--- config.mk ---
export PLATFORM = sky130hd
export DESIGN_NAME = lineAligner
export DESIGN_NICKNAME = d
export VERILOG_FILES = /design/src/logic/cachePkg.sv /design/src/logic/lineAligner.sv
export SDC_FILE = /design/constraint.sdc
export NUM_CORES = 1
export LEC_CHECK = 0
export BUFFER_PORTS_ARGS = -buffer_cell sky130_fd_sc_hd__buf_2
export CAP_MARGIN = 10
export CORE_AREA = 2 2 201 203
export DETAILED_ROUTE_END_ITERATION = 8
export DIE_AREA = 0 0 203 205
export PLACE_DENSITY_LB_ADDON = 0.12
export SLEW_MARGIN = 20
export SYNTH_ARGS = -nofsm -noshare
export SYNTH_HDL_FRONTEND = slang
export SYNTH_SLANG_ARGS = --single-unit
--- constraint.sdc ---
create_clock -name vclk -period 2.5
set_input_delay 0.375 -clock vclk [all_inputs]
set_output_delay 0.375 -clock vclk [all_outputs]
set_load 0.01 [all_outputs]
--- src/logic/cachePkg.sv ---
package cachePkg;

    // byte address and line geometry
    localparam int AddrWidth = 32;
    localparam int OffsetWidth = 4;
    localparam int SetWidth = 4;
    localparam int WayWidth = 2;

    // tag is what is left above set and offset
    localparam int TagWidth = AddrWidth - SetWidth - OffsetWidth;

    // 16 bytes per line, 128 bits
    localparam int LineBytes = 1 << OffsetWidth;
    localparam int LineWidth = LineBytes * 8;

    // bus moves half a line per beat
    localparam int BeatWidth = 64;

    localparam int WayCount = 1 << WayWidth;
    // 16 sets of 4 ways
    localparam int LineCount = WayCount << SetWidth;

    typedef logic [AddrWidth-1:0] addrT;
    typedef logic [TagWidth-1:0] tagT;
    typedef logic [SetWidth-1:0] setT;
    typedef logic [WayWidth-1:0] wayT;
    typedef logic [LineWidth-1:0] lineT;
    typedef logic [BeatWidth-1:0] beatT;
    // one bit per data bit, set means write
    typedef logic [LineWidth-1:0] lineMaskT;
    // {set, way} row in the tag and data stores
    typedef logic [SetWidth+WayWidth-1:0] lineIndexT;

    // miss handling states
    typedef enum logic [2:0] {
        idle,
        lookup,
        miss,
        replace,
        refill
    } cacheStateT;

endpackage

--- src/logic/lineAligner.sv ---
module lineAligner (
    input  logic [3:0]          offset,
    input  logic [7:0]          reqMask,
    input  cachePkg::beatT      reqWdata,
    input  cachePkg::lineT      readLine,
    output cachePkg::lineT      alignedData,
    output cachePkg::lineMaskT  alignedMask,
    output cachePkg::beatT      rspData
);
    import cachePkg::*;

    // byte offset as a bit shift
    logic [OffsetWidth+2:0] bitShift;
    beatT beatMask;
    lineT shiftedLine;

    assign bitShift = {offset, 3'b000};

    // only 1, 2, 4 and 8 byte accesses write
    always_comb begin
        case (reqMask)
            8'h01: begin
                beatMask = 64'h0000_0000_0000_00ff;
            end
            8'h03: begin
                beatMask = 64'h0000_0000_0000_ffff;
            end
            8'h0f: begin
                beatMask = 64'h0000_0000_ffff_ffff;
            end
            8'hff: begin
                beatMask = '1;
            end
            default: begin
                beatMask = '0;
            end
        endcase
    end

    // bytes past the line end fall off
    assign alignedData = {{BeatWidth{1'b0}}, reqWdata} << bitShift;
    assign alignedMask = {{BeatWidth{1'b0}}, beatMask} << bitShift;

    // low beat of the line from the offset up
    assign shiftedLine = readLine >> bitShift;
    assign rspData = shiftedLine[BeatWidth-1:0];

endmodule

* Word level (Yosys, flattened, before mapping)
Index checks and enable logic that the tools add are counted.
Operators by class: add/sub/neg operators 0, multiply operators 0, divide/modulo/power cells 0, order comparisons 0, eq/ne operators 4, shifts and indexed selects 3, muxes and demuxes 1, bitwise operators 0, reductions and logical operators 0
Operator list (count):
- 64-bit one-hot mux with 4 select lines | 1
- 64-bit by 7-bit << shifter with 128-bit output | 2
- 128-bit by 7-bit >> shifter with 64-bit output | 1
- 8-bit by 1-bit equality test with 1-bit output, second input constant | 1
- 8-bit by 2-bit equality test with 1-bit output, second input constant | 1
- 8-bit by 4-bit equality test with 1-bit output, second input constant | 1
- 8-bit equality test, second input constant | 1
Storage, ports and cells: register bits 0, latch bits 0, RAM bits 0, memory bits (read-only) 0, bits of input ports 204, output and inout port bits 320, word-level logic and storage cells 8, memories kept 0

* Longest topological paths before layout
Gate-level depths: netlist of the first run.
depth after elaboration 3, mapped depth 9, gate-level depth less buffers 4

* Least setup slack after synthesis of the first run
Ideal clock, no wire load.
kind input -> output, from input offset[1], to output alignedMask[33], data arrival time 2.347 ns, data required time 2.125 ns, path slack -0.222 ns, cell stages on the path 9, path buffers 6, cells stage by stage buf_6 -> buf_6 -> buf_6 -> nor2_1 -> buf_2 -> clkbuf_1 -> a21oi_1 -> a211oi_1 -> buf_4
Between the ends: longest elaborated chain between the ends 1
Ends and longest elaborated chain:
- from (decl) | line lineAligner.sv:2 | input logic [3:0] offset,
- 64-bit by 7-bit << shifter with 128-bit output | line lineAligner.sv:42 | assign alignedMask = {{BeatWidth{1'b0}}, beatMask} << bitShift;
- to (decl) | line lineAligner.sv:7 | output cachePkg::lineMaskT alignedMask,
Every way passes these cells.

* Final worst setup path of the first run
from input offset[1], to output alignedData[124]
Between the ends: longest elaborated chain between the ends 1
Ends and longest elaborated chain:
- 64-bit by 7-bit << shifter with 128-bit output | line lineAligner.sv:41 | assign alignedData = {{BeatWidth{1'b0}}, reqWdata} << bitShift;
- to (decl) | line lineAligner.sv:6 | output cachePkg::lineT alignedData,
Every way passes these cells.

==> metrics.txt, run 1 <==
largest net degree at the start of global routing=72; IO Pins=524; initial core utilization=19.5%; wire per inst=24.0 um; Post-layout nets=1680; DPL Wire Length=38000 um; final wirelength=48100 um; detailed-route via count=10300; Sequential Power Share=0%; Final Worst Setup Slack=-0.0112 ns; Logic pwr share=100.0%; CP Class=input port to primary output; global-route usage over all layers=21.5%; final setup TNS=-0.0112 ns; total gr overflow=0; die height=205 um; ANT nets after route=0; Finished Cell Area=0.0109 mm^2; worst vdd ir=69.4 uV; Avg Cell Area, Syn=7.21 um^2; post-synthesis sequential area ratio=0%; FF/Latch Area=0 um^2; WHS Endpoint=alignedData[117]; routability cong.=0.944; layout clock buffer count=0; internal power=991 uW; min Tclk post-route=2.51 ns; sequential cells=0; Slew @ Worst Pin=0.674 ns; Fmax=398 MHz; Final Hold Viols=0; WHS Path Cells=3; die area=0.0416 mm^2; DP Cell Count=1989; Syn Nets=1271; hold path startpoint=reqWdata[61]; Leakage=5.59 nW; post-synthesis cell count=1067; DRC errors left=0; P per Cell Area=215 mW/mm^2; Sw Share=57.8%; maximum capacitance violations=0; Hold Crit Class=input port to primary output; Placeable Area=0.0394 mm^2; Via density=5.13; Port Buffers=524; Slew HR=55.0%; Critical Path RT=2.12 ns; RSZ-0062 raised after global routing=true; Hold Buf Count CTS=0; Max FO, Critical Path=22; NetSw=1.36 mW; DIE WIDTH=203 um; Setup crit end kind=primary output; Startpoint Class=input port; most common cell after layout, fill and taps aside=buf_2; Final Max Slew Viols=0; synthesized area=0.00769 mm^2; crit share post-route=100%; Pre-antenna DRT Iters=5; row count=73; antenna violations before repair=9; commonest non-fill, non-tap cells in the layout=buf_2 (520), nand2_1 (164), mux2i_1 (134); initial DRC count=628; yosys warns=0; Clock power frac=0%; vias in the first global route=10200; Layout Cells excl Fill=2005; Placed Area=0.0106 mm^2; dpl ws=-0.0997 ns; crit path DAT=2.14 ns; status=finished, violations left; violated checks=setup timing; Setup-failing EPs final=1; share of cells above drive strength 1=51.6%; synth unique cells=55; P&R area growth vs syn=41.8%; first-pass GRT wire length=67800 um
[metrics by stage]
step / hold WS, ns / total power [mW] / util, %
floorplan: 0.892 / 1.25 / -
finish: 1.10 / 2.35 / 27.7
global route: 1.13 / 2.52 / 27.7
detailed placement: 1.11 / 2.29 / 26.9
global placement: 1.11 / 2.31 / 26.9
CTS: 1.11 / 2.31 / 27.1
[layout make-up]
cell class                 instances  area, um^2
multi-input combinational        836        6420
antenna                            6        15.0
fill                            4452       28500
timing repair buffer             634        3790
inverter                           4        22.5
tap                              525         657
[worst max path at each step]
stage	startpoint	to
final	offset[1]	alignedData[124]
after global routing	offset[1]	rspData[4]
after CTS	offset[3]	alignedMask[70]
after detailed placement	reqMask[5]	alignedMask[63]
after global placement	offset[1]	alignedMask[96]
after floorplan	reqMask[2]	alignedMask[49]
[per-layer routing]
layer,up-vias,part of all wire (%),GRT usage (%),wire [um]
met5,-,0.089,0,43
met4,6,3.3,7.46,1570
li1,4743,-,-,-
met3,75,7.5,3.60,3610
met1,4923,40,26.4,19400
met2,541,49,37.7,23500
[worst max-delay path, stage by stage]
cell and delay [ns]:
buf_8 0.11, clkbuf_16 0.16, buf_4 0.16, clkbuf_16 0.20
mux2i_1 0.13, mux4_2 0.52, nor2_1 0.27, buf_2 0.20
[Yosys cell counts, types with 8 or more instances]
master / number / area share [%]
a22oi_1: 8 / 0.78
o221ai_1: 29 / 3.3
nor3_1: 17 / 1.1
and3_1: 19 / 1.5
o2bb2ai_1: 20 / 2.3
nor2_1: 85 / 4.1
buf_1: 11 / 0.54
o211ai_1: 8 / 0.78
a21oi_1: 31 / 2.0
clkbuf_1: 53 / 2.6
mux2_2: 42 / 6.1
mux4_2: 47 / 14
a222oi_1: 8 / 1.0
buf_2: 32 / 2.1
a31oi_1: 8 / 0.65
o21ai_0: 49 / 3.2
buf_4: 126 / 12
mux2i_1: 136 / 18
and2_1: 14 / 1.1
o22a_1: 16 / 1.8
a211oi_1: 9 / 0.88
nand2_1: 165 / 8.1
o22ai_1: 63 / 5.1
[logic make-up after synthesis]
group | synth area share, %
simple gates | 18.9
buf+inv | 18.4
xor+xnor | 0.114
compound gates | 24.8
mux | 37.8
[power groups by stage]
| stage | clock network [mW] | logic [mW] | registers (mW) |
|---|---|---|---|
| after global routing | 0.000000322 | 2.52 | 0 |
| after detailed placement | 0 | 2.29 | 0 |
| after CTS | 0 | 2.31 | 0 |
| final | 0.000000323 | 2.35 | 0 |
| after floorplan | 0 | 1.25 | 0 |
| after global placement | 0 | 2.31 | 0 |
[what timing repair did]
| action | in CTS | in global routing |
|---|---|---|
| hold endpoints to repair | 0 | 0 |
| gates cloned | 0 | 3 |
| setup endpoints to repair | 66 | 119 |
| resized for setup | 11 | 26 |
| pin swaps | 0 | 11 |
| setup buffers | 0 | 7 |
No activity file was read; power rests on OpenSTA's default activity.
==> run 2: changes to the inputs <==
Settings changed: CORE_AREA 2 2 201 203 to 2 2 207 209, DIE_AREA 0 0 203 205 to 0 0 209 211.
Clock period 2.5 ns to 3.1 ns, I/O delays scaled along.
==> metrics.txt, run 2 (synthesis gave the netlist of run 1 again) <==
most common cell after layout, fill and taps aside=buf_2; WHS Path Cells=3; routability cong.=0.888; DRC errors left=0; Hold Buf Count CTS=0; Pre-antenna DRT Iters=7; Fmax=346 MHz; P&R area growth vs syn=33.8%; CP dominant cell by count=buf_2; sequential cells=0; Design Power=1.83 mW; Hold Crit Class=input port to primary output; share of cells above drive strength 1=48.6%; total gr overflow=0; WHS Endpoint=alignedData[113]; ANT nets after route=0; largest net degree at the start of global routing=58; delay-heaviest family, CP=compound AO/OA/AOI/OAI gates; vias in the first global route=9779; die height=211 um; Setup-failing EPs final=0; Slew @ Worst Pin=0.741 ns; DIE WIDTH=209 um; die area=0.0441 mm^2; Port Buffers=524; WP buf/inv=2; Via density=5.25; Startpoint Class=input port; Final Worst Setup Slack=0.214 ns; hold path startpoint=reqWdata[57]; row count=75; global-route usage over all layers=20.5%; layout clock buffer count=0; initial DRC count=830; final wirelength=48300 um; final setup TNS=0 ns; worst stage delay on the critical path=0.63 ns; multi-input logic area=0.00629 mm^2; Placeable Area=0.0418 mm^2; Slew HR=50.1%; Critical Path RT=2.63 ns; worst path cell trace=buf_2, or3b_2, a211oi_1, o211ai_1, o21ai_0, buf_2; Final Max Slew Viols=0; P per Cell Area=177 mW/mm^2; crit share post-route=93.1%; antenna violations before repair=8; DPL Wire Length=38500 um; CP Class=input port to primary output; Setup crit end kind=primary output; wire per inst=24.4 um; CP max stage cell=o21ai_0; min Tclk post-route=2.89 ns; detailed-route via count=10400; initial core utilization=18.4%; Leakage=5.31 nW; crit path DAT=2.42 ns; maximum capacitance violations=0; status=finished, final reports clean; IO Pins=524; FILL cells=4681; FF/Latch Area=0 um^2; Final Hold Viols=0; dpl ws=0.180 ns; commonest non-fill, non-tap cells in the layout=buf_2 (520), nand2_1 (164), mux2i_1 (136); Post-layout nets=1641; Post-CTS Setup Bufs=0; worst vdd ir=51.1 uV; RSZ-0062 raised after global routing=false; first-pass GRT wire length=68200 um; post_cts resized=0; Max FO, Critical Path=10
-- run 2: power by group --
group          switching [mW]  internal [mW]  leakage [nW]   total [mW]
logic                    1.09          0.737          5.31         1.83
registers                   0              0             0            0
clock network               0    0.000000259     0.0000380  0.000000260
total                    1.09          0.737          5.31         1.83
-- run 2: worst min-delay path: stages --
cell,delay (ns)
buf_2,0.13
o2bb2ai_1,0.12
buf_2,0.13
-- run 2: cell type report --
class	instances	share of cell area, %
multi-input cells	836	61.2
repair buffers	595	32.0
well taps	539	6.55
inverters	4	0.182
diodes	6	0.146
-- run 2: how the worst max path moves through the flow --
stage / start / end / depth (start not counted)
3_3_place_gp: offset[3] / rspData[10] / 5
5_1_grt: reqMask[2] / alignedMask[80] / 6
4_1_cts: reqMask[2] / alignedMask[82] / 6
3_5_place_dp: reqMask[2] / alignedMask[82] / 6
6_report: reqMask[2] / alignedMask[81] / 6
2_1_floorplan: offset[1] / alignedMask[33] / 9
-- run 2: routing by layer --
layer | GRT usage, % | vias to the layer above | wire length, um
met5 | 0 | - | 13
met4 | 5.05 | 2 | 1150
met3 | 1.32 | 58 | 2900
met2 | 33.2 | 603 | 22400
met1 | 29.5 | 5056 | 21800
li1 | - | 4669 | -
-- run 2: through the flow --
stage               hold slack [ns]  cells  utilization, %  instance area, um^2
floorplan                      1.07   1067               -                 7690
global placement               1.31   1974            24.6                10300
detailed placement             1.30   1974            24.6                10300
CTS                            1.30   1974            24.6                10300
global route                   1.32   1980            24.6                10300
finish                         1.30   1980            24.6                10300
==> run 3: changes to the inputs <==
Settings changed: CORE_AREA 2 2 207 209 to 2 2 203 205, DIE_AREA 0 0 209 211 to 0 0 205 207.
Clock period 3.1 ns to 3.06 ns, I/O delays scaled along.
==> metrics.txt, run 3 (synthesis gave the netlist of run 1 again) <==
CP Class=input port to primary output; Hold Crit Class=input port to primary output; Critical Path RT=2.60 ns; Logic pwr share=100.0%; Slew @ Worst Pin=0.651 ns; Setup crit end kind=primary output; post_cts resized=0; Sw Share=59.0%; RSZ-0062 raised after global routing=false; Clock power frac=0%; first-pass GRT wire length=68100 um; Fmax=360 MHz; final wirelength=47400 um; Via density=5.15; crit path DAT=2.32 ns; NetSw=1.07 mW; initial core utilization=19.1%; commonest non-fill, non-tap cells in the layout=buf_2 (520), nand2_1 (164), mux2i_1 (136); detailed-route via count=10200; FF/Latch Area=0 um^2; initial DRC count=709; most common cell after layout, fill and taps aside=buf_2; WHS Path Cells=3; Leakage=5.32 nW; routability cong.=0.867; IO Pins=524; Layout Cells excl Fill=1973; Sequential Power Share=0%; Final Max Slew Viols=0; layout clock buffer count=0; largest net degree at the start of global routing=60; antenna violations before repair=5; die height=207 um; FILL cells=4678; Port Buffers=524; DPL Wire Length=37700 um; Setup-failing EPs final=0; Max FO, Critical Path=26; P per Cell Area=177 mW/mm^2; Startpoint Class=input port; Post-CTS Setup Bufs=0; ANT nets after route=0; vias in the first global route=10000; min Tclk post-route=2.78 ns; sequential cells=0; DIE WIDTH=205 um; GRT busiest layer=met2; status=finished, final reports clean; final setup TNS=0 ns; GR Util met3=3.43%; worst vdd ir=55.5 uV; P&R area growth vs syn=34.0%; crit share post-route=90.9%; row count=74; internal power=747 uW; die area=0.0424 mm^2; Post-layout nets=1644; M1 GR Usage=25.6%; DRC errors left=0; Placeable Area=0.0404 mm^2; DP Cell Count=1970; global-route usage over all layers=21.0%; wire per inst=24.0 um; Final Hold Viols=0; Slew HR=56.6%; maximum capacitance violations=0; share of cells above drive strength 1=48.8%; Hold Buf Count CTS=0; total gr overflow=0; grt met2 use=38.6%; Pre-antenna DRT Iters=7
## run 3: cell types whose count changed in the layout (fill, tap and decap cells not counted), sizes merged
cell,previous run,this run
buf,595,598
diode,6,3
## run 3: stage by stage
stage	setup slack [ns]	util, %	total power, mW	hold slack, ns	instance area [um^2]
6_report	0.279	25.5	1.82	1.29	10300
5_1_grt	0.0736	25.5	1.97	1.31	10300
4_1_cts	0.199	25.5	1.83	1.29	10300
3_5_place_dp	0.199	25.5	1.83	1.29	10300
3_3_place_gp	0.239	25.5	1.83	1.29	10300
2_1_floorplan	0.170	-	1.02	1.06	7690
## run 3: worst max-delay path: stages
cell,delay (ns)
buf_4,0.23
inv_2,0.37
nand2_1,0.21
buf_4,0.24
o32ai_1,0.43
buf_4,0.22
buf_2,0.14
## run 3: power groups by stage
stage / Combinational, mW / Sequential [mW] / Clock, mW
after floorplan: 1.02 / 0 / 0
after global placement: 1.83 / 0 / 0
after CTS: 1.83 / 0 / 0
final: 1.82 / 0 / 0.000000132
after global routing: 1.97 / 0 / 0.000000131
after detailed placement: 1.83 / 0 / 0
## run 3: worst paths after layout
path | slack, ns | from | end
setup / recovery | 0.28 | offset[3] | alignedMask[40]
hold / removal | 1.29 | reqWdata[61] | alignedData[117]
## run 3: routing by layer
metal  wire length [um]  up-vias
met5                  8        -
met1              18900     4927
met4               1010        2
li1                   -     4667
met3               3580       45
met2              23900      522
## run 3: cell type report
class | instances | area [um^2] | area share, %
Timing Repair Buffer | 598 | 3310 | 32.1
Tap cell | 532 | 666 | 6.46
Multi-Input combinational cell | 836 | 6300 | 61.2
Inverter | 4 | 18.8 | 0.182
Antenna cell | 3 | 7.51 | 0.0728
