==> src/logic/cachePkg.sv <==
package cachePkg;

    // byte address and line geometry
    localparam int AddrWidth = 32;
    localparam int OffsetWidth = 4;
    localparam int SetWidth = 4;
    localparam int WayWidth = 2;

    // tag is what is left above set and offset
    localparam int TagWidth = AddrWidth - SetWidth - OffsetWidth;

    // 16 bytes per line, 128 bits
    localparam int LineBytes = 1 << OffsetWidth;
    localparam int LineWidth = LineBytes * 8;

    // bus moves half a line per beat
    localparam int BeatWidth = 64;

    localparam int WayCount = 1 << WayWidth;
    // 16 sets of 4 ways
    localparam int LineCount = WayCount << SetWidth;

    typedef logic [AddrWidth-1:0] addrT;
    typedef logic [TagWidth-1:0] tagT;
    typedef logic [SetWidth-1:0] setT;
    typedef logic [WayWidth-1:0] wayT;
    typedef logic [LineWidth-1:0] lineT;
    typedef logic [BeatWidth-1:0] beatT;
    // one bit per data bit, set means write
    typedef logic [LineWidth-1:0] lineMaskT;
    // {set, way} row in the tag and data stores
    typedef logic [SetWidth+WayWidth-1:0] lineIndexT;

    // miss handling states
    typedef enum logic [2:0] {
        idle,
        lookup,
        miss,
        replace,
        refill
    } cacheStateT;

endpackage

==> src/logic/replacementLfsr.sv <==
module replacementLfsr (
    input  logic           clock,
    input  logic           reset,
    input  logic           capture,
    output cachePkg::wayT  victimWay
);
    import cachePkg::*;

    logic [15:0] lfsr;

    // taps 0, 2, 3, 5, shifting right
    always_ff @(posedge clock) begin
        if (reset) begin
            lfsr <= 16'h0001;
        end else begin
            lfsr <= {lfsr[0] ^ lfsr[2] ^ lfsr[3] ^ lfsr[5], lfsr[15:1]};
        end
    end

    // held for the whole miss
    always_ff @(posedge clock) begin
        if (reset) begin
            victimWay <= '0;
        end else if (capture) begin
            victimWay <= lfsr[WayWidth-1:0];
        end
    end

endmodule

==> config.mk <==
export PLATFORM = sky130hd
export DESIGN_NAME = replacementLfsr
export DESIGN_NICKNAME = d
export VERILOG_FILES = /design/src/logic/cachePkg.sv /design/src/logic/replacementLfsr.sv
export SDC_FILE = /design/constraint.sdc
export NUM_CORES = 1
export LEC_CHECK = 0
export ABC_AREA = 1
export BUFFER_PORTS_ARGS = -buffer_cell sky130_fd_sc_hd__buf_2
export CORE_AREA = 2 2 39 41
export DETAILED_ROUTE_END_ITERATION = 6
export DIE_AREA = 0 0 41 43
export PLACE_DENSITY = 0.75
export SLEW_MARGIN = 20
export SYNTH_ARGS = -nofsm -noshare
export SYNTH_HDL_FRONTEND = slang
export SYNTH_SLANG_ARGS = --single-unit
export TNS_END_PERCENT = 50
==> constraint.sdc <==
create_clock -name clock -period 0.85 [get_ports clock]
set_clock_uncertainty 0.2 [all_clocks]
set_input_delay 0.085 -clock clock [delete_from_list [all_inputs] [get_ports clock]]
set_output_delay 0.085 -clock clock [all_outputs]
set_load 0.05 [all_outputs]
* Yosys cells after proc, flatten, opt, wreduce, memory -nomap -nowiden
Index checks and enable logic that the tools add are counted.
** Operators by class
- Bitwise gates (word level) :: 3
** Operators with widths (number)
- bitwise XOR 1 bit :: 3
** Word-level totals
- Output and inout port bits :: 2
- Register bits :: 18
- Input bits :: 3

* Logic depth before layout (Yosys ltp)
Gate-level depths: netlist of run 1.
- Depth in word-level cells :: 3
- Gate-level depth with buffers :: 5
- Depth with buffers taken out :: 5

* Worst setup path after synthesis of run 1
Ideal clock, no wire load.
- Kind :: reg-to-reg
- From :: register victimWay[0] (netlist name)
- To :: register victimWay[0]
- Library setup time :: 0.079 ns
- Stages on the path, launching flop included :: 3
- Data arrival time :: 0.832 ns
- Clock period less this slack :: 1.111 ns
- Setup slack :: -0.261 ns
- Required time :: 0.571 ns
- Cell sequence :: dfxtp_1 nor2_1 a211oi_2
** RTL lines
- end signal: assignment :: line replacementLfsr.sv:25 : victimWay <= lfsr[WayWidth-1:0];
- end: declaration :: line replacementLfsr.sv:5 : output cachePkg::wayT victimWay

* Final worst setup path of run 1
- From :: register victimWay[1]
- To :: output port victimWay[1]
No word-level cell between the ends.

==> qor.txt, run 1 <==
TritonCTS Sinks = 18
vias in the first global route = 350
Avg Cell Area, Syn = 8.54 sq um
crit-path leading delay family = flip-flops
drt first pass iters = 2
WP buf/inv = 1
# nets final = 83
most common cell after layout, fill and taps aside = nand2_1
Slew Limit Fails = 0
final setup violation count = 5
clock transition at the registers of the reported paths = 0.10 ns
RSZ-0062 raised after global routing = yes
Worst Path Arrival = 0.81 ns
Crit-path slowest cell = dfxtp_4
YS warnings = 0
first-pass GRT wire length = 1460 um
layout cells sized above 1 = 34.2%
root buffer cell = clkbuf_4
drt drc = 0
Final WS setup = -0.247 ns
CTS H-Tree Depth = 1
CTS tree = yes
DRT Wirelength = 964 um
dpl cells = 90
Cell Chain, Critical Path = buf_8
Buffers on Ports = 4
DRT iter0 DRCs = 6
initial antenna violation count = 0
CTS max path bufs = 2
Final Hold Violating Endpoints = 17
FMAX = 912 MHz
Period minus WS final = 1.10 ns
failing checks = negative hold slack, negative setup slack
largest stage delay on the critical path = 0.37 ns
Die ar. = 0.00176 sq mm
headroom to the max-slew limit = 76.0%
commonest cells after routing, fill and taps aside = nand2_1, nor2_1, dfxtp_1, inv_1
largest net degree at the start of global routing = 19
RePlAce Congestion = 0.588
Yosys cell types = 10
DRT antenna net count = 0
synth top area cells = dfxtp_1, nor2_1, nand2_1
DR vias/cell = 4.28
final core utilization = 53.1%
top-level I/O count = 5
CP endpoint kind = output pin
via count = 407
leakage = 0.000314 uW
Hold WS = -0.165 ns
HP Class = input pin to flip-flop
antenna diode count = 0
Synth Instances = 69
Core ar. = 0.00138 sq mm
FP Rows = 14
post-route clock period utilization = 129%
worst vdd ir = 0.00130 V
Hold Path Origin = capture
WHS Endpoint = victimWay[0]$_SDFFE_PP0P_
Die W = 41 um
Max Cap Viol = 0
r2r endpoint = lfsr[15]$_SDFF_PP0_
Worst Max-Slew Pin Slew = 0.360 ns
critical path class = flip-flop to output pin
Seq cells post-synth = 18
worst r2r src = lfsr[2]$_SDFF_PP0_
CP Launch Type = flip-flop
PD cells = 1990 mW/mm^2
die height = 43 um
Setup Slack @ Placement = -0.0852 ns
R2R depth = 5
Synth area leader = dfxtp_1
total number of cells along the worst setup path = 1
WL/cell = 10.1 um
Num CTS Buffers = 3
status = finished with violations
area fraction of the dominant cell type after synthesis = 61.1%
Cell Area, Synth = 589 sq um
all-layer global routing usage = 13.7%
Worst Hold Depth = 2
Mapped Nets = 72
sequential cell area fraction in the yosys report = 61.1%
non-filler cells, final = 95
Synth-to-Final Area Change = 24.6%
Initial Util = 42.6%
clk_lat worst skew = 0.30 ns
flop2flop setup slack = -0.11 ns
post-DP HPWL = 580 um
GR Overflow Total = 0
crit-path max FO = 2
Critical Path RT = 0.56 ns
-- layout make-up --
class	count	area [sq um]
fillers	136	649
flip-flops and latches	18	373
clock buffers	4	36.3
inverters	15	56.3
well taps	16	20.0
multi-input cells	34	168
repair buffers	8	81.3
-- flip-flops by register name, indices dropped and copies added, names as in the netlist --
name / flops
victimWay: 2
lfsr: 16
-- stage by stage --
step	power (uW)	cell area (sq um)	TNS, ns
3_3_place_gp	936	644	-0.0683
4_1_cts	1490	716	-0.692
6_report	1460	734	-0.680
3_5_place_dp	939	644	-0.124
5_1_grt	1530	734	-0.903
2_1_floorplan	931	604	-0.0577
-- worst max-delay path by stage --
stage                              start  slack (ns)             endpoint
5_1_grt        victimWay[1]$_SDFFE_PP0P_       -0.28         victimWay[1]
3_3_place_gp          lfsr[0]$_SDFF_PP1_       -0.06  lfsr[15]$_SDFF_PP0_
6_report       victimWay[1]$_SDFFE_PP0P_       -0.25         victimWay[1]
4_1_cts        victimWay[1]$_SDFFE_PP0P_       -0.25         victimWay[1]
3_5_place_dp          lfsr[0]$_SDFF_PP1_       -0.09  lfsr[15]$_SDFF_PP0_
2_1_floorplan         lfsr[0]$_SDFF_PP1_       -0.03  lfsr[15]$_SDFF_PP0_
-- Yosys cell counts --
master	number
a211oi_2	1
inv_1	11
nor2_1	16
dfxtp_1	18
mux2i_1	1
a21oi_2	1
inv_2	4
nand2_1	14
or2_1	1
buf_6	2
-- layer usage --
layer  wire length (um)  share of wire (%)  global-route usage [%]  up-vias
met5                  0                  0                       0        -
met4                 15                1.6                    8.00        0
met3                 48                5.0                    7.85        2
met2                507                 53                    19.7        7
met1                393                 41                    15.1      183
li1                   -                  -                       -      215
-- what timing repair did --
| action | 4_1_cts | 5_1_grt |
|---|---|---|
| endpoints found under the hold margin | 17 | 15 |
| setup endpoints to repair | 5 | 9 |
| gates cloned | 0 | 0 |
| pin swaps | 0 | 0 |
| buffers inserted | 1 | 0 |
| gates resized for setup | 8 | 5 |
-- power breakdown --
| part | switching [uW] | internal, uW | total, uW |
|---|---|---|---|
| clock network | 258 | 261 | 520 |
| logic | 48.1 | 29.7 | 77.8 |
| registers | 8.09 | 853 | 861 |
| total | 314 | 1140 | 1460 |
-- kinds of logic after synthesis --
group,share of synthesized area (%)
AO/OA/AOI/OAI,3.61
multiplexers,1.70
flip-flops,61.1
AND/OR/NAND/NOR,20.2
buffers and inverters,13.4
(Power assumes the default switching activity.)
==> run 2: changes to the inputs <==
--- a/config.mk
+++ b/config.mk
@@ -5,12 +5,11 @@
 export SDC_FILE = /design/constraint.sdc
 export NUM_CORES = 1
 export LEC_CHECK = 0
-export ABC_AREA = 1
 export BUFFER_PORTS_ARGS = -buffer_cell sky130_fd_sc_hd__buf_2
 export CORE_AREA = 2 2 39 41
 export DETAILED_ROUTE_END_ITERATION = 6
 export DIE_AREA = 0 0 41 43
-export PLACE_DENSITY = 0.75
+export PLACE_DENSITY = 0.7
 export SLEW_MARGIN = 20
 export SYNTH_ARGS = -nofsm -noshare
 export SYNTH_HDL_FRONTEND = slang
==> qor.txt, run 2 <==
DR vias/cell = 3.96 (was 4.28)
status = finished with violations (unchanged)
wire length on met1 = 313 um (was 393 um)
Post-synth EDFFs = 0 (unchanged)
antenna diode count = 0 (unchanged)
crit-path leading delay family = flip-flops (unchanged)
Synth Flop Type = dfxtp_1 (unchanged)
Die W = 41 um (unchanged)
DRT Wirelength = 632 um (was 964 um)
largest net degree at the start of global routing = 12 (was 19)
headroom to the max-slew limit = 87.5% (was 76.0%)
Initial Util = 37.9% (was 42.6%)
Period minus WS final = 1.08 ns (was 1.10 ns)
worst r2r src = lfsr[2]$_SDFF_PP0_ (unchanged)
DRT iter0 DRCs = 4 (was 6)
RePlAce Congestion = 0.597 (was 0.588)
top-count cell post-synth = dfxtp_1 (unchanged)
max layer used = met3 (was met4)
Mapped Nets = 45 (was 72)
Avg Cell Area, Syn = 12.5 sq um (was 8.54 sq um)
layout cells sized above 1 = 31.4% (was 34.2%)
Final WS setup = -0.225 ns (was -0.247 ns)
Seq cells post-synth = 18 (unchanged)
flop2flop setup slack = -0.14 ns (was -0.11 ns)
Hold WS = -0.135 ns (was -0.165 ns)
post-DP HPWL = 450 um (was 580 um)
clock transition at the registers of the reported paths = 0.10 ns (about the same)
Synth area leader = dfxtp_1 (unchanged)
crit-path max FO = 2 (unchanged)
CTS H-Tree Depth = 1 (unchanged)
DR WL met2 = 269 um (was 507 um)
Cell Chain, Critical Path = buf_8 (unchanged)
leakage = 0.000262 uW (was 0.000314 uW)
WP buf/inv = 1 (unchanged)
R2R depth = 3 (was 5)
first-pass GRT wire length = 1020 um (was 1460 um)
post-route clock period utilization = 127% (was 129%)
CP endpoint kind = output pin (unchanged)
# nets final = 55 (was 83)
Crit-path slowest cell = dfxtp_4 (unchanged)
initial antenna violation count = 0 (unchanged)
Setup Slack @ Placement = -0.128 ns (was -0.0852 ns)
WL met3 = 49 um (was 48 um)
final setup violation count = 3 (was 5)
commonest cells after routing, fill and taps aside = nor2b_1, dfxtp_1, dfxtp_2, nor2_1, clkbuf_4 (was nand2_1, nor2_1, dfxtp_1, inv_1)
max reg flops = 16 (unchanged)
Critical Path RT = 0.56 ns (about the same)
all-layer global routing usage = 9.56% (was 13.7%)
largest registers = lfsr (16), victimWay (2) (unchanged)
HP Class = input pin to flip-flop (unchanged)
r2r endpoint = lfsr[15]$_SDFF_PP0_ (unchanged)
clk_lat worst skew = 0.29 ns (was 0.30 ns)
FMAX = 930 MHz (was 912 MHz)
Yosys cell types = 8 (was 10)
area fraction of the dominant cell type after synthesis = 68.7% (was 61.1%)
Synth-to-Final Area Change = 21.7% (was 24.6%)
Hold Path Origin = capture (unchanged)
CP Launch Type = flip-flop (unchanged)
post-route cell area = 638 sq um (was 734 sq um)
largest stage delay on the critical path = 0.36 ns (was 0.37 ns)
Cell Area, Synth = 524 sq um (was 589 sq um)
non-filler cells, final = 67 (was 95)
Async S/R FF share, synth = 0% (unchanged)
Slew Limit Fails = 0 (unchanged)
root buffer cell = clkbuf_4 (unchanged)
drt drc = 0 (unchanged)
failing checks = negative hold slack, negative setup slack (unchanged)
PD cells = 2090 mW/mm^2 (was 1990 mW/mm^2)
Worst Hold Depth = 3 (was 2)
DRT antenna net count = 0 (unchanged)
YS warnings = 0 (unchanged)
Synth Instances = 42 (was 69)
FP Rows = 14 (unchanged)
WHS Endpoint = victimWay[1]$_SDFFE_PP0P_ (was victimWay[0]$_SDFFE_PP0P_)
Max Cap Viol = 0 (unchanged)
Worst Path Arrival = 0.79 ns (was 0.81 ns)
Power Total = 1330 uW (was 1460 uW)
top-level I/O count = 5 (unchanged)
worst vdd ir = 0.00138 V (was 0.00130 V)
Largest Register = lfsr (unchanged)
dpl cells = 63 (was 90)
CTS tree = yes (unchanged)
CTS max path bufs = 2 (unchanged)
Die ar. = 0.00176 sq mm (unchanged)
Num CTS Buffers = 3 (unchanged)
sequential cell area fraction in the yosys report = 68.7% (was 61.1%)
TritonCTS Sinks = 18 (unchanged)
GR Overflow Total = 0 (unchanged)
Final Hold Violating Endpoints = 9 (was 17)
Worst Max-Slew Pin Slew = 0.187 ns (was 0.360 ns)
Core ar. = 0.00138 sq mm (unchanged)
RSZ-0062 raised after global routing = yes (unchanged)
die height = 43 um (unchanged)
placed inst area = 592 sq um (was 644 sq um)
drt first pass iters = 2 (unchanged)
vias in the first global route = 243 (was 350)
critical path class = flip-flop to output pin (unchanged)
Setup Buffers After CTS = 0 (was 1)
Buffers on Ports = 4 (unchanged)
WL/cell = 9.43 um (was 10.1 um)
via count = 265 (was 407)
synth top area cells = dfxtp_1, nor2b_1, xnor2_1 (was dfxtp_1, nor2_1, nand2_1)
most frequent cells after synthesis = dfxtp_1, nor2b_1, nor2_1, xnor2_1, mux2i_1 (was dfxtp_1, nor2_1, nand2_1)
==> run 2: cell count changes after synthesis, sizes merged <==
cell,change
mux2i,+1
nand2,-14
a211oi,-1
nor2b,+13
buf,-1
nor2,-13
xnor2,+3
and2b,+1
inv,-15
a21oi,-1
==> run 2: kinds of logic (layout without fill, tap and decap cells) <==
group                  after synthesis  count (layout)  share of synthesized area [%]
buffers and inverters                1              10                           2.15
XOR/XNOR                             3               3                           5.01
flip-flops                          18              18                           68.7
multiplexers                         2               2                           3.82
AND/OR/NAND/NOR                     18              18                           20.3
==> run 2: routing by layer <==
layer  up-vias  GRT usage [%]
li1        144              -
met1       112           11.7
met2         9           10.9
met3         0           9.42
met4         0           4.00
met5         -              0
==> run 2: worst max path at each step <==
stage | end | startpoint | slack (ns) | depth (start not counted)
2_1_floorplan | lfsr[15]$_SDFF_PP0_ | lfsr[3]$_SDFF_PP0_ | -0.09 | 3
3_3_place_gp | lfsr[15]$_SDFF_PP0_ | lfsr[2]$_SDFF_PP0_ | -0.13 | 3
3_5_place_dp | lfsr[15]$_SDFF_PP0_ | lfsr[2]$_SDFF_PP0_ | -0.13 | 3
4_1_cts | victimWay[1] | victimWay[1]$_SDFFE_PP0P_ | -0.24 | 1
5_1_grt | victimWay[1] | victimWay[1]$_SDFFE_PP0P_ | -0.26 | 1
6_report | victimWay[1] | victimWay[1]$_SDFFE_PP0P_ | -0.23 | 1
==> run 2: where the power goes <==
| group | internal, uW | switching (uW) |
|---|---|---|
| Sequential | 853 | 6.39 |
| Combinational | 29.4 | 30.0 |
| Clock | 182 | 230 |
==> run 2: stage by stage <==
step / utilization, % / setup TNS (ns)
6_report: 46.1 / -0.585
5_1_grt: 46.1 / -0.739
4_1_cts: 45.8 / -0.633
3_5_place_dp: 42.8 / -0.134
3_3_place_gp: 42.8 / -0.132
2_1_floorplan: - / -0.175
==> run 2: what timing repair did <==
action	CTS	global route
gates resized for setup	5	1
setup endpoints to repair	3	4
hold endpoints to repair	11	9
pin swaps	0	1
==> run 2: layout make-up <==
cell class | instances | area (sq um)
repair buffers | 6 | 55.1
flip-flops and latches | 18 | 369
fillers | 132 | 746
clock buffers | 4 | 26.3
well taps | 16 | 20.0
multi-input cells | 23 | 168
==> run 3: changes to the inputs <==
--- a/config.mk
+++ b/config.mk
@@ -7,9 +7,11 @@
 export LEC_CHECK = 0
 export BUFFER_PORTS_ARGS = -buffer_cell sky130_fd_sc_hd__buf_2
 export CORE_AREA = 2 2 39 41
+export CTS_BUF_LIST = sky130_fd_sc_hd__clkbuf_16
 export DETAILED_ROUTE_END_ITERATION = 6
 export DIE_AREA = 0 0 41 43
 export PLACE_DENSITY = 0.7
+export SETUP_SLACK_MARGIN = 0.15
 export SLEW_MARGIN = 20
 export SYNTH_ARGS = -nofsm -noshare
 export SYNTH_HDL_FRONTEND = slang
==> qor.txt, run 3 (synthesis gave the netlist of run 2 again) <==
Filler cells = 130 (was 132)
DR vias/cell = 4.15 (was 3.96)
Die ar. = 0.00176 sq mm (unchanged)
HP Class = input pin to flip-flop (unchanged)
all-layer global routing usage = 11.7% (was 9.56%)
Final WS setup = -0.165 ns (was -0.225 ns)
Crit-path slowest cell = dfxtp_4 (unchanged)
layout cells sized above 1 = 56.0% (was 31.4%)
crit-path leading delay family = flip-flops (unchanged)
final setup violation count = 3 (unchanged)
DRT antenna net count = 0 (unchanged)
FMAX = 985 MHz (was 930 MHz)
Period minus WS final = 1.01 ns (was 1.08 ns)
status = finished with violations (unchanged)
DRT iter0 DRCs = 2 (was 4)
Slew Limit Fails = 0 (unchanged)
Num CTS Buffers = 3 (unchanged)
RePlAce Congestion = 0.616 (was 0.597)
Initial Util = 37.9% (unchanged)
Cell Chain, Critical Path = buf_8 (unchanged)
RSZ-0062 raised after global routing = yes (unchanged)
CTS tree = yes (unchanged)
initial antenna violation count = 0 (unchanged)
CP endpoint kind = output pin (unchanged)
post-route clock period utilization = 119% (was 127%)
Critical Path RT = 0.56 ns (about the same)
Final Hold Violating Endpoints = 6 (was 9)
FP Rows = 14 (unchanged)
most common cell after layout, fill and taps aside = dfxtp_2
die height = 43 um (unchanged)
first-pass GRT wire length = 1130 um (was 1020 um)
DRT Wirelength = 748 um (was 632 um)
max reg flops = 16 (unchanged)
leakage = 0.000291 uW (was 0.000262 uW)
headroom to the max-slew limit = 91.8% (was 87.5%)
CP Launch Type = flip-flop (unchanged)
Multi-input gate area = 205 sq um (was 168 sq um)
drt first pass iters = 2 (unchanged)
Worst Max-Slew Pin Slew = 0.119 ns (was 0.187 ns)
top-level I/O count = 5 (unchanged)
Largest Register = lfsr (unchanged)
Fin Setup TNS = -0.469 ns (was -0.585 ns)
failing checks = negative hold slack, negative setup slack (unchanged)
largest registers = lfsr (16), victimWay (2) (unchanged)
crit-path max FO = 2 (unchanged)
vias in the first global route = 261 (was 243)
PD cells = 2480 mW/mm^2 (was 2090 mW/mm^2)
Synth-to-Final Area Change = 42.2% (was 21.7%)
clock transition at the registers of the reported paths = 0.05 ns (was 0.10 ns)
CTS max path bufs = 2 (unchanged)
WL/cell = 11.3 um (was 9.43 um)
Worst Path Arrival = 0.73 ns (was 0.79 ns)
TritonCTS Sinks = 18 (unchanged)
Register Area = 382 sq um (was 369 sq um)
worst vdd ir = 0.00159 V (was 0.00138 V)
GR Overflow Total = 0 (unchanged)
Max Cap Viol = 0 (unchanged)
Hold WS = -0.101 ns (was -0.135 ns)
CTS H-Tree Depth = 1 (unchanged)
via count = 274 (was 265)
commonest cells after routing, fill and taps aside = dfxtp_2, nor2b_1, nor2b_4, dfxtp_1 (was nor2b_1, dfxtp_1, dfxtp_2, nor2_1, clkbuf_4)
Die W = 41 um (unchanged)
# nets final = 54 (was 55)
Setup Buffers After CTS = 0 (unchanged)
largest stage delay on the critical path = 0.34 ns (was 0.36 ns)
Buffers on Ports = 4 (unchanged)
clk_lat worst skew = 0.24 ns (was 0.29 ns)
WP buf/inv = 1 (unchanged)
root buffer cell = clkbuf_16 (was clkbuf_4)
drt drc = 0 (unchanged)
Core ar. = 0.00138 sq mm (unchanged)
largest net degree at the start of global routing = 12 (unchanged)
post-DP HPWL = 470 um (was 450 um)
critical path class = flip-flop to output pin (unchanged)
antenna diode count = 0 (unchanged)
## run 3: changes by cell type in the layout (fill, tap and decap cells not counted)
cell       change
dfxtp_2        +7
clkbuf_4       -3
nor2b_4        +5
nor2b_1        -5
buf_12         +1
clkinv_1       +1
clkbuf_16      +3
dfxtp_1        -8
buf_4          -2
clkbuf_1       -1
dfxtp_4        +1
## run 3: per-layer routing
| layer | GRT usage [%] | wire [um] |
|---|---|---|
| met1 | 10.2 | 333 |
| met2 | 15.3 | 339 |
| met3 | 9.42 | 51 |
| met4 | 12.0 | 23 |
| met5 | 0 | 0 |
## run 3: path summary, 6_finish.rpt
check | start | end | slack [ns] | cells past startpoint
setup reg to reg | lfsr[0]$_SDFF_PP1_ | lfsr[15]$_SDFF_PP0_ | -0.14 | 3
hold / removal | reset | lfsr[15]$_SDFF_PP0_ | -0.10 | 2
hold reg to reg | lfsr[1]$_SDFF_PP0_ | lfsr[0]$_SDFF_PP1_ | 0.23 | 1
setup / recovery | victimWay[1]$_SDFFE_PP0P_ | victimWay[1] | -0.16 | 1
## run 3: power by group
group	leakage, uW	switching (uW)	total, uW	internal, uW
Clock	0.0000385	290	914	624
Combinational	0.000100	37.8	74.9	37.1
Sequential	0.000152	7.34	863	856
Total	0.000291	335	1850	1520
## run 3: layout make-up
class                   count  area share (%)
multi-input cells          23            27.5
clock buffers               3            10.1
clock inverters             1           0.503
well taps                  16            2.68
flip-flops and latches     18            51.2
repair buffers              5            8.05
## run 3: timing repair
item                                    in CTS  in global routing
resized for setup                           15                  8
endpoints found under the hold margin        6                  6
pin swaps                                    4                  6
endpoints found under the setup margin      20                 20
## run 3: per-stage QoR
step / utilization, % / cell area [sq um] / setup WS [ns] / power (uW) / instances
final: 53.9 / 746 / -0.165 / 1850 / 66
after global routing: 53.9 / 746 / -0.187 / 1920 / 66
after CTS: 52.4 / 726 / -0.171 / 1870 / 66
after detailed placement: 43.3 / 599 / -0.146 / 936 / 62
after global placement: 43.3 / 599 / -0.124 / 935 / 62
after floorplan: - / 551 / -0.0949 / 912 / 42
