**src/logic/cachePkg.sv**
```systemverilog
package cachePkg;

    // byte address and line geometry
    localparam int AddrWidth = 32;
    localparam int OffsetWidth = 4;
    localparam int SetWidth = 4;
    localparam int WayWidth = 2;

    // tag is what is left above set and offset
    localparam int TagWidth = AddrWidth - SetWidth - OffsetWidth;

    // 16 bytes per line, 128 bits
    localparam int LineBytes = 1 << OffsetWidth;
    localparam int LineWidth = LineBytes * 8;

    // bus moves half a line per beat
    localparam int BeatWidth = 64;

    localparam int WayCount = 1 << WayWidth;
    // 16 sets of 4 ways
    localparam int LineCount = WayCount << SetWidth;

    typedef logic [AddrWidth-1:0] addrT;
    typedef logic [TagWidth-1:0] tagT;
    typedef logic [SetWidth-1:0] setT;
    typedef logic [WayWidth-1:0] wayT;
    typedef logic [LineWidth-1:0] lineT;
    typedef logic [BeatWidth-1:0] beatT;
    // one bit per data bit, set means write
    typedef logic [LineWidth-1:0] lineMaskT;
    // {set, way} row in the tag and data stores
    typedef logic [SetWidth+WayWidth-1:0] lineIndexT;

    // miss handling states
    typedef enum logic [2:0] {
        idle,
        lookup,
        miss,
        replace,
        refill
    } cacheStateT;

endpackage

```
**src/logic/cacheController.sv**
```systemverilog
module cacheController (
    input  logic                  clock,
    input  logic                  reset,
    // cpu request, held until rspDone
    input  logic                  reqValid,
    input  logic                  reqWrite,
    input  cachePkg::addrT        reqAddr,
    // tag store and victim
    input  logic                  hit,
    input  cachePkg::wayT         hitWay,
    input  cachePkg::wayT         victimWay,
    input  cachePkg::tagT         victimTag,
    input  logic                  victimDirty,
    // data path
    input  cachePkg::lineT        readLine,
    input  cachePkg::lineT        alignedData,
    input  cachePkg::lineMaskT    alignedMask,
    // bus inputs
    input  logic                  arReady,
    input  logic                  rValid,
    input  cachePkg::beatT        rData,
    input  logic                  rLast,
    input  logic                  awReady,
    input  logic                  wReady,
    output cachePkg::cacheStateT  state,
    output logic                  tagWrite,
    output logic                  validSet,
    output logic                  dirtySet,
    output logic                  dirtyClear,
    output cachePkg::lineIndexT   lineIndex,
    output logic                  lineWrite,
    output cachePkg::lineMaskT    lineMaskSelect,
    output cachePkg::lineT        lineWriteData,
    output logic                  captureVictim,
    output logic                  rspDone,
    // bus outputs
    output logic                  arValid,
    output cachePkg::addrT        arAddr,
    output logic                  rReady,
    output logic                  awValid,
    output cachePkg::addrT        awAddr,
    output logic                  wValid,
    output cachePkg::beatT        wData,
    output logic                  wLast
);
    import cachePkg::*;

    cacheStateT nextState;
    // 0 on the low half beat, 1 on the high half
    logic beat;
    setT reqSet;
    tagT reqTag;
    logic arFire;
    logic awFire;
    logic rFire;
    logic wFire;
    logic writeHit;

    assign reqSet = reqAddr[OffsetWidth +: SetWidth];
    assign reqTag = reqAddr[AddrWidth-1 -: TagWidth];

    assign arFire = arValid && arReady;
    assign awFire = awValid && awReady;
    assign rFire = rValid && rReady;
    assign wFire = wValid && wReady;
    assign writeHit = (state == lookup) && hit && reqWrite;

    always_ff @(posedge clock) begin
        if (reset) begin
            state <= idle;
            beat <= 1'b0;
        end else begin
            state <= nextState;
            // toggles per accepted beat, back to 0 after a burst
            if (wFire || rFire) begin
                beat <= ~beat;
            end
        end
    end

    always_comb begin
        nextState = state;
        case (state)
            idle: begin
                if (reqValid) begin
                    nextState = lookup;
                end
            end
            lookup: begin
                nextState = hit ? idle : miss;
            end
            miss: begin
                // dirty victim goes out first, then the refill
                if (victimDirty) begin
                    if (awFire) begin
                        nextState = replace;
                    end
                end else if (arFire) begin
                    nextState = refill;
                end
            end
            replace: begin
                if (wFire && wLast) begin
                    nextState = miss;
                end
            end
            refill: begin
                // lookup again, now a hit
                if (rFire && rLast) begin
                    nextState = lookup;
                end
            end
            default: begin
                nextState = idle;
            end
        endcase
    end

    // hit way while looking up, victim way through the miss
    assign lineIndex = (state == idle || state == lookup) ? {reqSet, hitWay}
                                                          : {reqSet, victimWay};

    // refill beat lands in its half, the mask picks which
    assign lineWrite = writeHit || rFire;
    assign lineWriteData = (state == refill) ? {rData, rData} : alignedData;
    always_comb begin
        if (state == refill) begin
            lineMaskSelect = beat ? {{BeatWidth{1'b1}}, {BeatWidth{1'b0}}}
                                  : {{BeatWidth{1'b0}}, {BeatWidth{1'b1}}};
        end else begin
            lineMaskSelect = alignedMask;
        end
    end

    // tag early so lookup sees it, valid once the line is whole
    assign tagWrite = rFire && !beat;
    assign validSet = rFire && rLast;
    assign dirtySet = writeHit;
    assign dirtyClear = wFire && wLast;

    assign captureVictim = (state == lookup) && !hit;
    assign rspDone = (state == lookup) && hit;

    // line-aligned burst addresses
    assign awValid = (state == miss) && victimDirty;
    assign awAddr = {victimTag, reqSet, {OffsetWidth{1'b0}}};
    assign arValid = (state == miss) && !victimDirty;
    assign arAddr = {reqTag, reqSet, {OffsetWidth{1'b0}}};

    // victim line already read out during miss
    assign wValid = (state == replace);
    assign wLast = (state == replace) && beat;
    assign wData = beat ? readLine[LineWidth-1:BeatWidth] : readLine[BeatWidth-1:0];

    assign rReady = (state == refill);

endmodule

```
**config.mk**
```make
export PLATFORM = sky130hd
export DESIGN_NAME = cacheController
export DESIGN_NICKNAME = d
export VERILOG_FILES = /design/src/logic/cachePkg.sv /design/src/logic/cacheController.sv
export SDC_FILE = /design/constraint.sdc
export NUM_CORES = 1
export LEC_CHECK = 0
export BUFFER_PORTS_ARGS = -buffer_cell sky130_fd_sc_hd__buf_2
export CAP_MARGIN = 30
export CORE_AREA = 2 2 360 362
export DETAILED_ROUTE_END_ITERATION = 6
export DIE_AREA = 0 0 362 364
export GPL_TIMING_DRIVEN = 0
export SYNTH_ARGS = -nofsm -noshare
export SYNTH_HDL_FRONTEND = slang
export SYNTH_SLANG_ARGS = --single-unit
```
**constraint.sdc**
```tcl
create_clock -name clock -period 1.9 [get_ports clock]
set_input_delay 0.38 -clock clock [delete_from_list [all_inputs] [get_ports clock]]
set_output_delay 0.38 -clock clock [all_outputs]
set_load 0.02 [all_outputs]
```
[After elaboration in Yosys (flattened, before gate mapping)]
Index checks and enable logic that the tools add are counted.
Cells by class
  multiplexer cells: 13
  bitwise logic cells: 1
  reduce and logical (&&, ||, !) cells: 21
  equality and inequality tests: 9
Operators by type and width (number)
  $mux 128: 3
  $mux 64: 1
  $mux 3: 6
  $pmux 3 s5: 1
  $logic_and 1x1->1: 13
  $eq 3x2->1 const B: 2
  $ne 2x2->1 const B: 3
  $ne 3x3->1 const B: 2
  $reduce_and 5->1: 1
  $mux 2: 2
  $eq 3x1->1 const B: 1
  $eq 3x3->1 const B: 1
  $logic_not 1->1: 3
  $logic_not 3->1: 1
  $logic_or 1x1->1: 3
  $not 1->1: 1
Storage, ports and cells
  register bits after elaboration: 4
  input bits: 519
  logic and storage cells: 46

[Longest topological paths before layout]
Gate-level depths: netlist (run 1).
  depth after elaboration: 6
  depth in mapped cells: 7

[Worst setup path before layout (run 1)]
OpenSTA, ideal clock, no wires.
  kind: register to output
  start point: register state[2]
  end point: output port lineWrite
  buffers on the path: 1
  cell stages (with the launch flop): 5
  arrival time: 1.946 ns
  data required time: 1.520 ns
  setup slack: -0.426 ns
  cell sequence: dfxtp_1 clkbuf_1 nor4bb_1 and2_1 a21o_1
Between the ends
  longest elaborated chain between the ends: 4
  elaborated cells on any way between the ends: 6
  those cells by class: eq/ne (2); reduce/logical (4)
RTL lines
  start: declaration: line cacheController.sv:25  | output cachePkg::cacheStateT state,
  start signal: assignment: line cacheController.sv:70  | state <= idle;
  start signal: assignment: line cacheController.sv:73  | state <= nextState;
  $eq 3x1->1
  $logic_and 1x1->1
  via rspDone: line cacheController.sv:35  | output logic rspDone,
  $logic_and 1x1->1: line cacheController.sv:66  | assign writeHit = (state == lookup) && hit && reqWrite;
  via dirtySet: line cacheController.sv:28  | output logic dirtySet,
  $logic_or 1x1->1: line cacheController.sv:124  | assign lineWrite = writeHit || rFire;
  end: declaration: line cacheController.sv:31  | output logic lineWrite,
The timed path passes the listed nets, and every way through them passes these cells.

[Worst setup path after layout (run 1)]
  start point: register state[1]
  end point: output port lineMaskSelect[116]
Between the ends
  longest elaborated chain between the ends: 2
RTL lines
  $eq 3x3->1: line cacheController.sv:127  | if (state == refill) begin
  $mux 128: line cacheController.sv:127
  end: declaration: line cacheController.sv:32  | output cachePkg::lineMaskT lineMaskSelect,
No other way between the ends.

==> results of run 1 <==
==> final cells by class <==
type | count | share of cell area, %
Multi-Input combinational cell | 557 | 28.9
Buffer | 128 | 10.2
Clock buffer | 3 | 0.615
Tap cell | 1675 | 17.2
Inverter | 3 | 0.195
Antenna cell | 23 | 0.471
Timing Repair Buffer | 877 | 41.6
Sequential cell | 4 | 0.738
==> worst max-delay path by stage <==
stage / cells past startpoint / to / slack, ns / from
floorplan: 7 / lineMaskSelect[101] / -0.008 / state[0]$_SDFFE_PP0P_
global placement: 7 / lineWriteData[66] / -1.71 / state[0]$_SDFFE_PP0P_
detailed placement: 7 / lineWriteData[117] / -1.16 / state[0]$_SDFFE_PP0P_
CTS: 8 / lineMaskSelect[98] / -0.55 / state[1]$_SDFFE_PP0P_
global route: 8 / lineMaskSelect[116] / -0.55 / state[1]$_SDFFE_PP0P_
finish: 8 / lineMaskSelect[116] / -0.49 / state[1]$_SDFFE_PP0P_
==> critical path, delay by kind of cell (launching register included) <==
kind | cells | cell delay (ns)
flops | 1 | 0.33
buf+inv | 5 | 0.73
compound gates | 1 | 0.13
simple gates | 2 | 0.56
==> power groups by stage <==
stage                     Clock [mW]  Sequential, mW  Combinational [mW]
after floorplan                    0           0.102                1.22
after global placement             0          0.0991                2.65
after detailed placement           0          0.0999                2.65
after CTS                      0.336          0.0913                2.86
after global routing           0.341          0.0918                3.03
final                          0.330          0.0911                2.87
==> timing repair <==
| action | CTS | global route |
|---|---|---|
| gates cloned | 3 | 3 |
| pin swaps | 2 | 1 |
| gates resized for setup | 285 | 109 |
| endpoints found under the setup margin | 334 | 330 |
| buffers inserted | 8 | 4 |
==> sequential cells by signal, indices dropped and copies added (netlist names) <==
signal and count:
state 3, beat 1
==> logic make-up after synthesis <==
logic type | Yosys count
AND/OR/NAND/NOR | 344
multiplexers | 67
AO/OA/AOI/OAI | 138
buffers and inverters | 132
flip-flops | 4
other | 1
==> stage by stage <==
step                      instance area [µm²]  hold slack [ns]  total power, mW  setup TNS, ns  worst slack (ns)
final                                   12200            0.422             3.29        -103.19            -0.493
after global routing                    12200            0.442             3.47        -122.97            -0.547
after CTS                               11800            0.419             3.28        -123.35            -0.545
after detailed placement                10600            0.532             2.75        -184.41             -1.16
after global placement                  10600            0.519             2.75        -274.18             -1.71
after floorplan                          4180            0.445             1.33         -0.439          -0.00799
==> cell usage after synthesis, types with 2 or more instances <==
cell        n  area, µm²
nand2_1   321       1200
a21o_1    129        968
buf_4      75        563
mux2_2     67        754
buf_2      29        145
clkbuf_1   17       63.8
buf_6       6       67.6
dfxtp_1     4       80.1
nor2_1      4       15.0
a21oi_1     3       15.0
and2_1      3       18.8
nor3_1      3       15.0
and3_1      2       12.5
and3b_1     2       17.5
inv_1       2       7.51
nor2b_1     2       12.5
nor4bb_1    2       20.0
o21ai_0     2       10.0
==> routing by layer <==
metal  GRT usage (%)  part of all wire (%)
met5               0                  0.72
met4            1.06                   1.7
met3            8.83                    16
met2            18.2                    39
met1            16.6                    42
==> metrics.md, run 1 <==
| Metric | Value |
|---|---|
| Number of design rule violations left after detail routing | `0` |
| Switching fraction of total power | `about 53%` |
| Vias in the first global route | `8007` |
| Antenna Violating Nets Remaining | `0` |
| Register Area | `90.1 µm²` |
| Violated checks | `negative setup slack` |
| Number of cells on the worst hold path | `2` |
| Number of max-slew violations in the final report | `0` |
| Number of clock sinks seen by CTS | `4` |
| Initial antenna violation count | `approximately 140` |
| Number of enable flip-flop cells after synthesis | `0` |
| Arrival time at the worst endpoint | `roughly 2 ns` |
| Hold Crit Endpoint | `state[1]$_SDFFE_PP0P_` |
| Type of the setup path with the least slack | `reg2out` |
| Synthesis warning total | `0` |
| Clock edge transition at the registers on the reported setup and hold paths | `~0.03 ns` |
| Final cell utilization of the core | `under 10%` |
| Global-route wire length before repair | `about 110 mm` |
| Worst slew margin relative to its limit | `51.7%` |
| Required time at the worst-slack endpoint | `about 1.5 ns` |
| Share of synthesized area spent on multiplexers | `a little under a fifth` |
| Later-pin clock latency in the skew report | `about 0.22 ns` |
| Fmax | `between 400 and 500 MHz` |
| Top FF cell, synth | `dfxtp_1` |
| Congestion Overflow GR | `0` |
| Count of input and output buffers | `859` |
| Library cell contributing the largest single delay on the critical path | `or3b_1` |
| Cells along the critical path | `or3b_1 -> buf_6 -> clkinv_8 -> and2_4 -> buf_12 -> buf_12 -> a21o_1 -> buf_12` |
| Combinational share of power | `87.2%` |
| Fin Clk Skew | `roughly 0.00010 ns` |
| Synth Area in Adders | `0%` |
| Relative contribution of the clock network to total power | `roughly a tenth` |
| Clock tree root driver cell | `clkbuf_16` |
| Result of the run | `finished, violations left` |
| Multi-input logic area | `3530 µm²` |
| Final nets | `approximately 2100` |
| Setup repair after global routing missed its margin | `yes` |
| Initial core utilization | `approximately 3.2%` |
| TritonCTS clock tree | `done` |
| WL/cell | `approximately 28 µm` |
| CP max stage delay | `0.38 ns` |
| Synthesized area | `roughly 4000 µm²` |
| Parity-gate share of the synthesized area counting xor and xnor cells | `0%` |
| Sequential element share of the synthesized area | `a little under 2%` |
| Detailed Route WL | `91.7 mm` |
| Routability cong. | `0.923` |
| Most used cell, CP | `buf_12` |
| Post-Synthesis Cells | `a little under 700` |
| Number of standard cells in the layout, taps in and fillers out | `3270` |
| Total global routing track utilization | `approximately 13%` |
| Fraction of the mapped netlist area in compound gates | `25.0%` |
| I/O Pins | `about 920` |
| Reported net switching power | `1.74 mW` |
| Syn_area_per_cell | `approximately 6 µm²` |
| Fraction of synthesis flops using an asynchronous set or reset pin | `0%` |
| Cell depth of the worst flop-to-flop path | `6` |
| Die X-Extent | `362 µm` |
| Post-detailed-route via-to-cell ratio | `approximately 2.8` |
| Leading cell types in the layout, fill and taps excluded | `775 x buf_2, 262 x nand2_1, 122 x a21o_1` |
| Number of DRC violations after detailed-routing iteration 0 | `about 700` |
| Simple-gate area share of the yosys netlist | `approximately a third` |
| Type of element launching the critical path | `register` |
| Relative contribution of sequential cells to total power | `2.8%` |
| Hold bufs inserted after CTS | `0` |
| Cell Rows | `132` |
| Number of fillers in the final layout | `roughly 15000` |
| Reg-to-reg critical path endpoint | `beat$_SDFFE_PP0P_` |
| Crit Path Max Fanout | `10` |
| Total number of vias | `~9200` |
| Detail Placement HPWL | `between 80 and 90 mm` |
| Die boundary height | `around 360 µm` |
| Fraction of final layout cells sized beyond drive strength 1 | `between 70% and 80%` |
| Critical Path End Type | `primary output` |
| Worst-margin pin slew | `between 0.7 and 0.8 ns` |
| Max-cap check violation count | `0` |
| Launch point of the worst hold path | `reset` |
| Final setup viols | `313` |
| Max IR drop VDD | `0.000207 V` |
| Total clock buffers created by CTS | `3` |
| Worst Setup Slack, final | `-0.493 ns` |
| Worst reg2reg path startpoint | `state[2]$_SDFFE_PP0P_` |
| Library cells used by synthesis | `31` |
| First drt pass iteration count | `5` |
| Number of storage elements in the synthesis netlist | `4` |
| Total die area | `between 100000 and 150000 µm²` |
| Bufs on Longest Clock Path | `2` |
| Placed cell count | `3228` |
| Number of levels the H-tree was split into | `1` |
| Fin crit share | `126%` |
| P&R area growth vs syn | `198%` |
| Hold WC Path Type | `in2reg` |
| Internal power consumption | `between 1.5 and 2 mW` |
| Number of hold violations in the final report | `0` |
| Final critical delay including setup and external delays | `approximately 2.4 ns` |
| Largest net degree at the start of global routing | `11` |
| Static leakage | `6.89 nW` |
| Power density over the cells | `between 200 and 300 nW/µm²` |
| Total core area | `around 130000 µm²` |
| Leading cell type in the layout, fill and taps excluded | `buf_2` |
| Main combinational cell family by area after synthesis | `simple AND/OR/NAND/NOR gates` |
| Flop-to-flop setup slack | `around 0.37 ns` |
No activity file was read; power rests on OpenSTA's default activity.
==> run 2, diff against run 1 <==
--- a/config.mk
+++ b/config.mk
@@ -5,11 +5,11 @@
 export SDC_FILE = /design/constraint.sdc
 export NUM_CORES = 1
 export LEC_CHECK = 0
-export BUFFER_PORTS_ARGS = -buffer_cell sky130_fd_sc_hd__buf_2
 export CAP_MARGIN = 30
-export CORE_AREA = 2 2 360 362
+export CORE_AREA = 2 2 362 364
 export DETAILED_ROUTE_END_ITERATION = 6
-export DIE_AREA = 0 0 362 364
+export DIE_AREA = 0 0 364 366
+export DONT_BUFFER_PORTS = 1
 export GPL_TIMING_DRIVEN = 0
 export SYNTH_ARGS = -nofsm -noshare
 export SYNTH_HDL_FRONTEND = slang
==> metrics.md, run 2 (synthesis results as in run 1) <==
| Metric | Value |
|---|---|
| Result of the run | `finished, violations left (unchanged)` |
| Violated checks | `negative setup slack (unchanged)` |
| Worst slew margin relative to its limit | `47.9% (was 51.7%)` |
| Number of clock sinks seen by CTS | `4 (unchanged)` |
| Launch point of the worst hold path | `reset (unchanged)` |
| Total number of vias | `6082 (was 9207)` |
| Number of cells on the worst hold path | `1 (was 2)` |
| Worst-margin pin slew | `0.777 ns (was 0.725 ns)` |
| Setup repair after global routing missed its margin | `yes (unchanged)` |
| Final total power | `3.00 mW (was 3.29 mW)` |
| Arrival time at the worst endpoint | `2.09 ns (was 2.01 ns)` |
| Total core area | `129000 µm² (was 128000 µm²)` |
| Vias in the first global route | `5961 (was 8007)` |
| Power density over the cells | `221 nW/µm² (was 269 nW/µm²)` |
| Worst Setup Slack, final | `-0.570 ns (was -0.493 ns)` |
| I/O Pins | `924 (unchanged)` |
| Required time at the worst-slack endpoint | `1.52 ns (about the same)` |
| Type of element launching the critical path | `register (unchanged)` |
| Leading cell types in the layout, fill and taps excluded | `196 x nand2_8, 128 x a21o_4, 86 x buf_4 (was 775 x buf_2, 262 x nand2_1, 122 x a21o_1)` |
| Number of DRC violations after detailed-routing iteration 0 | `303 (was 701)` |
| Largest Register | `state (unchanged)` |
| Flop-to-flop setup slack | `-0.01 ns (was 0.37 ns)` |
| Later-pin clock latency in the skew report | `0.23 ns (was 0.22 ns)` |
| Crit Path Max Fanout | `7 (was 10)` |
| Type of the setup path with the least slack | `reg2out (unchanged)` |
| Post-detailed-route via-to-cell ratio | `2.41 (was 2.82)` |
| Total clock buffers created by CTS | `3 (unchanged)` |
| Congestion Overflow GR | `0 (unchanged)` |
| Fraction of final layout cells sized beyond drive strength 1 | `94.0% (was 73.0%)` |
| Final setup viols | `263 (was 313)` |
| TritonCTS clock tree | `done (unchanged)` |
| Number of levels the H-tree was split into | `1 (unchanged)` |
| Max IR drop VDD | `0.000180 V (was 0.000207 V)` |
| Hold bufs inserted after CTS | `0 (unchanged)` |
| Total die area | `133000 µm² (was 132000 µm²)` |
| Fmax | `405 MHz (was 418 MHz)` |
| Total global routing track utilization | `12.8% (was 12.9%)` |
| Initial antenna violation count | `34 (was 141)` |
| Worst reg2reg path startpoint | `state[2]$_SDFFE_PP0P_ (unchanged)` |
| Leading cell type in the layout, fill and taps excluded | `nand2_8 (was buf_2)` |
| Placement-stage worst setup slack | `-1.04 ns (was -1.16 ns)` |
| Critical Path End Type | `primary output (unchanged)` |
| Hold Crit Endpoint | `state[1]$_SDFFE_PP0P_ (unchanged)` |
| Clock edge transition at the registers on the reported setup and hold paths | `0.03 ns (about the same)` |
| Max-cap check violation count | `0 (unchanged)` |
| Global-route wire length before repair | `103 mm (was 105 mm)` |
| Die X-Extent | `364 µm (was 362 µm)` |
| P&R area growth vs syn | `231% (was 198%)` |
| Number of max-slew violations in the final report | `0 (unchanged)` |
| Registers with the most flip-flops | `state (3), beat (1) (unchanged)` |
| Number of flip-flops under the largest register name | `3 (unchanged)` |
| Cell depth of the worst flop-to-flop path | `8 (was 6)` |
| Clock tree root driver cell | `clkbuf_16 (unchanged)` |
| Number of hold violations in the final report | `0 (unchanged)` |
| Final critical delay including setup and external delays | `2.47 ns (was 2.39 ns)` |
| Cell Rows | `132 (unchanged)` |
| Routability cong. | `1.14 (was 0.923)` |
| Bufs on Longest Clock Path | `2 (unchanged)` |
| Fin Clk Skew | `0.00238 ns (was 0.000102 ns)` |
| Die boundary height | `366 µm (was 364 µm)` |
| Final nets | `1292 (was 2093)` |
| First drt pass iteration count | `4 (was 5)` |
| Static leakage | `4.57 nW (was 6.89 nW)` |
| Fin crit share | `130% (was 126%)` |
| Antenna Violating Nets Remaining | `0 (unchanged)` |
| Detail Placement HPWL | `83.3 mm (was 85.5 mm)` |
| Hold WC Path Type | `in2reg (unchanged)` |
| Count of input and output buffers | `0 (was 859)` |
| Detailed Route WL | `92.7 mm (was 91.7 mm)` |
| Reg-to-reg critical path endpoint | `beat$_SDFFE_PP0P_ (unchanged)` |
| WL/cell | `36.8 µm (was 28.0 µm)` |
| Largest net degree at the start of global routing | `11 (unchanged)` |
| Initial core utilization | `3.17% (was 3.19%)` |
| Number of design rule violations left after detail routing | `0 (unchanged)` |
## run 2: changes by cell type in the layout (fill, tap and decap cells not counted), sizes merged
cell    before  now
clkbuf      21   32
diode       23    8
buf        987  175
## run 2: worst max path at each step
| stage | start | end |
|---|---|---|
| finish | state[2]$_SDFFE_PP0P_ | lineMaskSelect[88] |
| global placement | state[0]$_SDFFE_PP0P_ | lineMaskSelect[81] |
| global route | state[2]$_SDFFE_PP0P_ | lineMaskSelect[88] |
| detailed placement | state[0]$_SDFFE_PP0P_ | lineWriteData[124] |
| CTS | state[2]$_SDFFE_PP0P_ | lineWrite |
| floorplan | state[0]$_SDFFE_PP0P_ | lineMaskSelect[101] |
## run 2: area by class of cell
class	count	area [µm²]
fillers	14600	115000
multi-input cells	557	8150
well taps	1742	2180
plain buffers	126	1550
repair buffers	78	1480
flip-flops and latches	4	91.3
clock buffers	3	75.1
inverters	3	23.8
diodes	8	20.0
## run 2: per-layer routing
layer	track usage (%)	routed length, µm	vias up
li1	-	-	2376
met5	0	238	-
met1	13.5	33100	3006
met4	2.16	2420	42
met3	7.94	12800	120
met2	21.8	44100	538
## run 2: critical path, cell delays in order (launching register included)
cell and delay (ns):
dfxtp_4 0.42, or3b_4 0.41, buf_12 0.16, clkinv_8 0.06, and2_4 0.17, buf_12 0.13, clkbuf_16 0.20, clkbuf_16 0.17
a21o_4 0.13
## run 2: power by group
group          switching [mW]  leakage [nW]  total, mW  internal [mW]
logic                    1.57          4.49       2.56          0.986
clock network          0.0676        0.0370      0.337          0.270
registers              0.0181        0.0348      0.106         0.0878
total                    1.66          4.57       3.00           1.34
## run 2: through the flow
stage                     hold slack [ns]  TNS, ns  area (µm²)  cells  utilization [%]
final                               0.216  -111.07       13600   2521             10.5
after global routing                0.217  -125.70       13500   2516             10.5
after CTS                           0.215  -122.17       11300   2480             8.75
after detailed placement            0.453  -185.81        6420   2438             4.98
after global placement              0.451  -294.42        6360   2435             4.93
after floorplan                     0.445   -0.439        4180    693                -
## run 2: what timing repair did
item | CTS | global route
gates resized for setup | 891 | 333
pin swaps | 116 | 151
gates cloned | 14 | 15
buffers inserted | 25 | 24
setup endpoints to repair | 336 | 304
